<file path="src/rtl/lsu_pkg.sv">
package lsu_pkg;

	localparam logic [6:0] opcode_load  = 7'd3;
	localparam logic [6:0] opcode_store = 7'd35;

	localparam logic [2:0] f3_b  = 3'b000;
	localparam logic [2:0] f3_h  = 3'b001;
	localparam logic [2:0] f3_w  = 3'b010;
	localparam logic [2:0] f3_bu = 3'b100;
	localparam logic [2:0] f3_hu = 3'b101;

	localparam logic [31:0] narrow_base  = 32'h8000_0000; // 32-bit lane window
	localparam logic [31:0] narrow_limit = 32'hC000_0000;

	localparam logic [1:0] st_idle    = 2'd0;
	localparam logic [1:0] st_request = 2'd1;
	localparam logic [1:0] st_wait    = 2'd2;
	localparam logic [1:0] st_finish  = 2'd3;

	typedef struct packed {
		logic [11:0] imm;
		logic [4:0]  rs1;
		logic [2:0]  funct3;
		logic [4:0]  rd;
		logic [6:0]  opcode;
	} itype_t;

	typedef struct packed {
		logic [6:0] imm_hi;
		logic [4:0] rs2;
		logic [4:0] rs1;
		logic [2:0] funct3;
		logic [4:0] imm_lo;
		logic [6:0] opcode;
	} stype_t;

	// loads read the word as I-format, stores as S-format
	typedef union packed {
		itype_t i;
		stype_t s;
	} inst_u;

	typedef struct packed {
		inst_u       inst;
		logic [31:0] src1;
		logic [31:0] src2;
	} mem_req_t;

	typedef struct packed {
		logic [4:0]  rd;
		logic [31:0] value;
		logic        is_load;
		logic        err;
	} mem_result_t;

	typedef struct packed {
		logic [31:0] addr;
		logic [2:0]  size;
	} axi_addr_t;

	typedef struct packed {
		logic [63:0] data;
		logic [7:0]  strb;
	} axi_wdata_t;

	typedef struct packed {
		logic [31:0] cycles;
		logic [31:0] loads;
		logic [31:0] stores;
		logic [31:0] errors;
	} perf_t;

endpackage
</file>
<file path="src/rtl/lsu_top.sv">
module lsu_top (
	input  logic                 clock,
	input  logic                 rst_n,
	input  logic                 start,
	input  lsu_pkg::mem_req_t    req,
	output logic                 busy,
	output logic                 done,
	output lsu_pkg::mem_result_t result,
	output lsu_pkg::perf_t       perf,
	output lsu_pkg::axi_addr_t   ar,
	output logic                 arvalid,
	input  logic                 arready,
	input  logic [63:0]          rdata,
	input  logic [1:0]           rresp,
	input  logic                 rvalid,
	output logic                 rready,
	output lsu_pkg::axi_addr_t   aw,
	output logic                 awvalid,
	input  logic                 awready,
	output lsu_pkg::axi_wdata_t  w,
	output logic                 wvalid,
	input  logic                 wready,
	input  logic [1:0]           bresp,
	input  logic                 bvalid,
	output logic                 bready
);

	lsu_pkg::mem_req_t cur_req;
	logic [31:0]       load_value;
	logic              load_done;
	logic              store_done;
	logic              err_done;

	lsu_ctrl ctrl0 (
		.clock      (clock),
		.rst_n      (rst_n),
		.start      (start),
		.req        (req),
		.busy       (busy),
		.done       (done),
		.result     (result),
		.cur_req    (cur_req),
		.load_value (load_value),
		.arvalid    (arvalid),
		.arready    (arready),
		.rresp      (rresp),
		.rvalid     (rvalid),
		.rready     (rready),
		.awvalid    (awvalid),
		.awready    (awready),
		.wvalid     (wvalid),
		.wready     (wready),
		.bresp      (bresp),
		.bvalid     (bvalid),
		.bready     (bready),
		.load_done  (load_done),
		.store_done (store_done),
		.err_done   (err_done)
	);

	lsu_store_align align0 (
		.cur_req (cur_req),
		.ar      (ar),
		.aw      (aw),
		.w       (w)
	);

	lsu_load_extract extract0 (
		.rdata  (rdata),
		.addr   (ar.addr), // read address of the request in flight
		.funct3 (cur_req.inst.i.funct3),
		.value  (load_value)
	);

	lsu_perf_counter perf0 (
		.clock      (clock),
		.rst_n      (rst_n),
		.load_done  (load_done),
		.store_done (store_done),
		.err_done   (err_done),
		.perf       (perf)
	);

endmodule

</file>
<file path="src/rtl/lsu_load_extract.sv">
module lsu_load_extract (
	input  logic [63:0] rdata,
	input  logic [31:0] addr,
	input  logic [2:0]  funct3,
	output logic [31:0] value
);

	logic        narrow;
	logic [2:0]  offset;
	logic [63:0] shifted;

	// 32-bit lane window only shifts within the low word pair
	assign narrow = addr >= lsu_pkg::narrow_base && addr < lsu_pkg::narrow_limit;
	assign offset = narrow ? {1'b0, addr[1:0]} : addr[2:0];

	assign shifted = rdata >> {offset, 3'b000};

	always_comb begin
		case (funct3)
			lsu_pkg::f3_b: begin
				value = {{24{shifted[7]}}, shifted[7:0]};
			end
			lsu_pkg::f3_h: begin
				value = {{16{shifted[15]}}, shifted[15:0]};
			end
			lsu_pkg::f3_w: begin
				value = shifted[31:0];
			end
			lsu_pkg::f3_bu: begin
				value = {24'd0, shifted[7:0]};
			end
			lsu_pkg::f3_hu: begin
				value = {16'd0, shifted[15:0]};
			end
			default: begin
				value = 32'd0; // not a load width
			end
		endcase
	end

endmodule

</file>
<file path="src/rtl/lsu_store_align.sv">
module lsu_store_align (
	input  lsu_pkg::mem_req_t   cur_req,
	output lsu_pkg::axi_addr_t  ar,
	output lsu_pkg::axi_addr_t  aw,
	output lsu_pkg::axi_wdata_t w
);

	logic [31:0] imm;
	logic [31:0] addr;
	logic [2:0]  size;
	logic [7:0]  mask;

	always_comb begin
		if (cur_req.inst.s.opcode == lsu_pkg::opcode_store)
			imm = {{20{cur_req.inst.s.imm_hi[6]}}, cur_req.inst.s.imm_hi, cur_req.inst.s.imm_lo};
		else
			imm = {{20{cur_req.inst.i.imm[11]}}, cur_req.inst.i.imm};
	end

	assign addr = cur_req.src1 + imm;

	always_comb begin
		case (cur_req.inst.i.funct3)
			lsu_pkg::f3_b, lsu_pkg::f3_bu: begin
				size = 3'd0;
				mask = 8'h01;
			end
			lsu_pkg::f3_h, lsu_pkg::f3_hu: begin
				size = 3'd1;
				mask = 8'h03;
			end
			default: begin
				size = 3'd2;
				mask = 8'h0f;
			end
		endcase
	end

	assign ar.addr = addr;
	assign ar.size = size;
	assign aw.addr = addr;
	assign aw.size = size;

	// lane placement on the 64-bit beat
	assign w.data = {32'd0, cur_req.src2} << {addr[2:0], 3'b000};
	assign w.strb = mask << addr[2:0];

endmodule

</file>
<file path="src/rtl/lsu_perf_counter.sv">
module lsu_perf_counter (
	input  logic           clock,
	input  logic           rst_n,
	input  logic           load_done,
	input  logic           store_done,
	input  logic           err_done,
	output lsu_pkg::perf_t perf
);

	always_ff @(posedge clock or negedge rst_n) begin
		if (!rst_n) begin
			perf <= '0;
		end else begin
			perf.cycles <= perf.cycles + 32'd1; // free running since reset
			if (load_done)
				perf.loads <= perf.loads + 32'd1;
			if (store_done)
				perf.stores <= perf.stores + 32'd1;
			if (err_done)
				perf.errors <= perf.errors + 32'd1; // also counted as load or store
		end
	end

endmodule

</file>
<file path="src/rtl/lsu_ctrl.sv">
module lsu_ctrl (
	input  logic                 clock,
	input  logic                 rst_n,
	input  logic                 start,
	input  lsu_pkg::mem_req_t    req,
	output logic                 busy,
	output logic                 done,
	output lsu_pkg::mem_result_t result,
	output lsu_pkg::mem_req_t    cur_req,
	input  logic [31:0]          load_value,
	output logic                 arvalid,
	input  logic                 arready,
	input  logic [1:0]           rresp,
	input  logic                 rvalid,
	output logic                 rready,
	output logic                 awvalid,
	input  logic                 awready,
	output logic                 wvalid,
	input  logic                 wready,
	input  logic [1:0]           bresp,
	input  logic                 bvalid,
	output logic                 bready,
	output logic                 load_done,
	output logic                 store_done,
	output logic                 err_done
);

	logic [1:0] state;
	logic       aw_done; // write address already accepted
	logic       w_done;
	logic       is_load;
	logic       take;
	logic       ar_fire;
	logic       aw_fire;
	logic       w_fire;
	logic       r_fire;
	logic       b_fire;

	assign is_load = cur_req.inst.i.opcode == lsu_pkg::opcode_load;
	assign take    = start && state == lsu_pkg::st_idle;
	assign ar_fire = arvalid & arready;
	assign aw_fire = awvalid & awready;
	assign w_fire  = wvalid & wready;
	assign r_fire  = rvalid & rready;
	assign b_fire  = bvalid & bready;

	assign busy   = state != lsu_pkg::st_idle;
	assign done   = state == lsu_pkg::st_finish;
	assign rready = state == lsu_pkg::st_wait && is_load;
	assign bready = state == lsu_pkg::st_wait && !is_load;

	assign load_done  = done & result.is_load;
	assign store_done = done & ~result.is_load;
	assign err_done   = done & result.err;

	always_ff @(posedge clock or negedge rst_n) begin
		if (!rst_n) begin
			state   <= lsu_pkg::st_idle;
			arvalid <= 1'b0;
			awvalid <= 1'b0;
			wvalid  <= 1'b0;
			aw_done <= 1'b0;
			w_done  <= 1'b0;
		end else begin
			case (state)
				lsu_pkg::st_idle: begin
					if (start) begin
						state   <= lsu_pkg::st_request;
						arvalid <= req.inst.i.opcode == lsu_pkg::opcode_load;
						awvalid <= req.inst.i.opcode != lsu_pkg::opcode_load;
						wvalid  <= req.inst.i.opcode != lsu_pkg::opcode_load;
						aw_done <= 1'b0;
						w_done  <= 1'b0;
					end
				end
				lsu_pkg::st_request: begin
					if (ar_fire)
						arvalid <= 1'b0;
					if (aw_fire) begin
						awvalid <= 1'b0;
						aw_done <= 1'b1;
					end
					if (w_fire) begin
						wvalid <= 1'b0;
						w_done <= 1'b1;
					end
					// channels may complete in either order
					if (is_load ? ar_fire : ((aw_done | aw_fire) & (w_done | w_fire)))
						state <= lsu_pkg::st_wait;
				end
				lsu_pkg::st_wait: begin
					if (r_fire | b_fire)
						state <= lsu_pkg::st_finish;
				end
				default: state <= lsu_pkg::st_idle; // finish lasts one cycle
			endcase
		end
	end

	always_ff @(posedge clock) begin
		if (take)
			cur_req <= req;
		if (r_fire) begin
			result.rd      <= cur_req.inst.i.rd;
			result.value   <= (rresp == 2'b00) ? load_value : 32'd0;
			result.is_load <= 1'b1;
			result.err     <= |rresp;
		end
		if (b_fire) begin
			result.rd      <= cur_req.inst.i.rd;
			result.value   <= 32'd0;
			result.is_load <= 1'b0;
			result.err     <= |bresp;
		end
	end

endmodule

</file>
<file path="config.mk">
export PLATFORM = sky130hd
export DESIGN_NAME = lsu_top
export DESIGN_NICKNAME = d
export VERILOG_FILES = /design/src/rtl/lsu_pkg.sv /design/src/rtl/lsu_top.sv /design/src/rtl/lsu_load_extract.sv /design/src/rtl/lsu_store_align.sv /design/src/rtl/lsu_perf_counter.sv /design/src/rtl/lsu_ctrl.sv
export SDC_FILE = /design/constraint.sdc
export NUM_CORES = 1
export LEC_CHECK = 0
export BUFFER_PORTS_ARGS = -buffer_cell sky130_fd_sc_hd__buf_2
export CORE_ASPECT_RATIO = 1.75
export CORE_MARGIN = 5
export CORE_UTILIZATION = 40
export CTS_BUF_LIST = sky130_fd_sc_hd__clkbuf_8
export DETAILED_ROUTE_END_ITERATION = 16
export PLACE_DENSITY = 0.66
export SYNTH_ARGS = -nofsm -noshare
export SYNTH_HDL_FRONTEND = slang
export SYNTH_SLANG_ARGS = --single-unit
</file>
<file path="constraint.sdc">
create_clock -name clock -period 7.25 [get_ports clock]
set_clock_uncertainty 0.1 [all_clocks]
set_input_delay 1.45 -clock clock [delete_from_list [all_inputs] [get_ports clock]]
set_output_delay 1.45 -clock clock [all_outputs]
set_load 0.03 [all_outputs]
</file>
# After elaboration in Yosys (flattened, before gate mapping)
# Index checks and enable logic that the tools add are counted.
# word_totals
in_bits	172
elab_cells	102
regBits	270
# op_classes
shifts	3
mux	26
n_bitwise	13
n_reduce_logical	19
order_cmp	2
eq_ne	17
add_sub_neg	5
# ops
op	count
case mux 32 bit (5 select lines)	1
adder 32 x 1 -> 32 bit, second input constant	4
two-way mux 39 bit	2
<< shifter 32 x 6 -> 64 bit	1
right shift 64 x 6 -> 32 bit	1
adder 32 bit	1
>= comparator 32 bit, second input constant	1
less-than comparator 32 bit, second input constant	1
two-way mux 32 bit	1
== test 7 x 2 -> 1 bit, second input constant	2
AND reduction 3 bit	4
case mux 1 bit (2 select lines)	5
bitwise AND 1 bit	9
two-way mux 1 bit	9
inequality test 2 x 1 -> 1 bit, second input constant	4
case mux 4 bit (2 select lines)	1
OR reduction 2 bit	4
<< shifter 4 x 3 -> 8 bit	1
== test 7 x 6 -> 1 bit, second input constant	1
inequality test 7 x 2 -> 1 bit, second input constant	1
== test 3 bit, second input constant	2
two-way mux 2 bit	3
case mux 2 bit (3 select lines)	1
nonzero test 2 bit	3
other kinds (14)	22

# Logic depth before layout (Yosys ltp)
# logic_depth
depth_word	11
depth_mapped	20
ltp_nobuf	17

# Modules after synthesis
# A second synthesis with hierarchy kept.
# hier_totals
hier_cells	1497
area_unflattened_um2	15357.2
# by_module_without_submodules
module	area_per_inst_um2	cells_per_inst	n_inst	seq_area_each_um2
lsu_perf_counter	5629.1	479	1	3203.1
lsu_ctrl	4684.5	251	1	3898.7
lsu_store_align	3214.3	504	1	0.0
lsu_load_extract	1829.3	263	1	0.0

# Worst setup path after synthesis
# No wires, ideal clock.
# synth_path
kind	input port to flip-flop
startpoint	in start
endpoint	reg, netlist name ctrl0.cur_req[0]
path_slack_ns	1.295
cell_stages	2
arrival_ns	5.313
cell_sequence	inv_1 -> nor2_1
# synth_between
elab_chain_len	1
# synth_rtl
item	line	source
start, declared	lsu_top.sv:4	input logic start,
logical AND 1 bit	lsu_ctrl.sv:40	assign take = start && state == lsu_pkg::st_idle;
net ctrl0.take	lsu_ctrl.sv:32	logic take;
# The timed path passes the listed nets, and every way through them passes these cells.
# A chain may end at the register's enable or synchronous reset.

==> results_dict.tcl <==
set metrics [dict create \
    status "complete, no violations" \
    worstMarginPinSlew_ns 1.017 \
    dr_total_vias 12942 \
    synthToLayoutAreaGrowth_pct 23.93 \
    synth_cell_type_count 68 \
    cts.clk_slew.worst_paths_ns 0.06 \
    start_kind "flop" \
    hold_path.class "flop to flop" \
    cp-end-kind "primary output" \
    row_count 92 \
    clockBufferDepth 3 \
    post-route-util 0.5014 \
    grt_pass1_wl_um 72100 \
    cts_htree_levels 2 \
    finalHoldWorstSlack_ns 0.3561 \
    power_leakage_nw 8.862 \
    grt_pass1_vias 12845 \
    yosys-top-cells-count "nand2_1 (174), nor2_1 (149), dfrtp_1 (135)" \
    fp.coreArea_um2 36030 \
    instances_no_fill 2409 \
    cts.sinks 265 \
    crit_start "ctrl0.cur_req[67]" \
    cts-root-buf "clkbuf_8" \
    worst_slack_ns 0.8610 \
    setup_viol 0 \
    synth_area_um2 14580 \
    place_ws_ns 1.421 \
    overflow 0 \
    dp_hpwl_um 36300 \
    numCtsBuffers 43 \
    cap_violations 0 \
    gp_congestion 0.9413 \
    grt_max_degree 82 \
    vdd_drop_max_mv 0.4120 \
    die_h_um 262.5 \
    synthFlopType "dfrtp_1" \
    finalCritPeriodShare 0.8812 \
    synthTopCellsByArea "dfrtp_1 (23%), edfxtp_1 (20%), xnor2_1 (6.4%)" \
    worstPathMaxFanout 29 \
    placed_area_um2 17160 \
    cts_tree "yes" \
    crit_required_ns 5.70 \
    hold_viol 0 \
    min_period_ns 6.389 \
    die_area_um2 40510 \
    final_area_um2 18060 \
    wl_per_cell_um 19.47 \
    drv_slew 0 \
    portBuffers 480 \
    drt_iter0_markers 672 \
    cts_resized 0 \
    ant_nets 0 \
    drive_above_1_share 0.3111 \
    power_mw 6.827 \
    pin_count 488 \
    clk_latency_ns 0.56 \
    firstDrtPassIters 5 \
    die_w_um 154.3 \
    r2r-start "ctrl0.cur_req[67]" \
    yosysTopAreaCell "dfrtp_1" \
    yosys_warnings 0 \
    dp.cells 2325 \
    yosysSeqAreaShare 0.4769 \
    nNetsFinal 2112 \
    synth-async-reset-ratio 0.5094 \
    synth_seq_cells 265 \
    max_slew_margin 0.3219 \
    start_util 0.4046 \
    viasPerCell 5.372 \
    path_class "flop to primary output" \
    power_density_nw_per_um2 377.9 \
    antenna_found_initial 11 \
    crit_arrival_ns 4.84 \
    min_from "ctrl0.result[4]" \
    synth_edf_count 97 \
    drcViolationCount 0 \
    wl_um 46900 \
    synth_most_common_cell "nand2_1" \
    grtUsageTotal 0.2213 \
    yosysTopAreaCellShare 0.2318 \
    ctsHoldBuffers 0 \
    postCtsSetupBuffers 0 \
    synthCells 1461 \
    syn_avg_cell_area_um2 9.977 \
    setup_tns_ns 0 \
    rsz0062_at_grt "false" \
    reg2reg_depth 12 \
    fmax_ghz 0.1565 \
    min_path_cells 2 \
]
[layer usage]
| layer | part of all wire | up-vias | track usage | routed length (um) |
|---|---|---|---|---|
| li1 | - | 6066 | - | - |
| met1 | 0.37 | 6199 | 0.2446 | 17220 |
| met2 | 0.51 | 553 | 0.3985 | 24020 |
| met3 | 0.078 | 116 | 0.05454 | 3655 |
| met4 | 0.042 | 8 | 0.09556 | 1959 |
| met5 | 0.00087 | - | 0 | 41 |
[state kept, by name, indices dropped and copies added, names as in the netlist]
signal and flops:
ctrl0.result 39, ctrl0.aw_done 1, perf0.perf 128, ctrl0.state 2, ctrl0.cur_req 91, ctrl0.awvalid 1
ctrl0.wvalid 1, ctrl0.w_done 1, ctrl0.arvalid 1
[worst paths after layout]
check	slack (ns)	to
min in group asynchronous	0.84	perf0.perf[92]
worst max register to register	1.88	ctrl0.result[31]
worst min register to register	0.36	ctrl0.result[4]
worst min-delay path	0.36	ctrl0.result[4]
worst max-delay path	0.86	w[6]
max in group asynchronous	4.71	perf0.perf[25]
[worst max-delay path, stage by stage (launching register included)]
cell	delay [ns]
edfxtp_1	0.36
nor4_1	0.29
and3_1	0.20
nand2_1	0.19
mux2_2	0.31
ha_4	0.13
inv_1	0.05
fa_2	0.92
clkinv_1	0.77
buf_4	0.48
nand2_1	0.08
o21ai_0	0.07
nand2_1	0.11
o21ai_0	0.09
buf_2	0.21
[logic make-up after synthesis]
family,count (synthesis),synth area share
multiplexers,93,0.06644
buffers and inverters,119,0.04197
AO/OA/AOI/OAI,252,0.1164
adder cells (fa/ha/maj),40,0.03485
flip-flops,265,0.4769
XOR/XNOR,148,0.08893
other,1,0.0002573
AND/OR/NAND/NOR,543,0.1742
[where the power goes]
group / internal (mW) / switching, mW
sequential: 1.73 / 0.108
clock: 0.724 / 0.613
combinational: 1.06 / 2.59
total: 3.52 / 3.31
[area by class of cell]
type	count	area (um2)
Fill cell	3333	17960
Inverter	20	75.07
Clock inverter	25	167.7
Antenna cell	7	17.52
Clock buffer	52	715.7
Timing Repair Buffer	492	2495
Multi-Input combinational cell	1078	7054
Sequential cell	265	6952
Tap cell	470	588.1
[placed cells by master (no fill, tap or decap), types with 11 or more instances in the layout]
| master | netlist | final |
|---|---|---|
| a211o_1 | 17 | 17 |
| a211oi_1 | 13 | 13 |
| a21o_1 | 18 | 18 |
| a21oi_1 | 66 | 66 |
| and2_1 | 25 | 25 |
| and3_1 | 30 | 30 |
| buf_2 | 15 | 479 |
| buf_4 | 37 | 13 |
| clkbuf_8 | 0 | 52 |
| dfrtp_1 | 135 | 135 |
| dfxtp_1 | 33 | 33 |
| edfxtp_1 | 97 | 97 |
| ha_1 | 39 | 38 |
| inv_1 | 20 | 28 |
| mux2_2 | 26 | 26 |
| mux2i_1 | 66 | 66 |
| nand2_1 | 174 | 174 |
| nand3_1 | 69 | 69 |
| nand4_1 | 27 | 27 |
| nor2_1 | 149 | 148 |
| nor2b_1 | 14 | 14 |
| nor3_1 | 13 | 13 |
| o21ai_0 | 43 | 43 |
| o22ai_1 | 11 | 11 |
| xnor2_1 | 106 | 106 |
| xor2_1 | 42 | 41 |
Note: power is estimated with default switching activity, not from simulation.
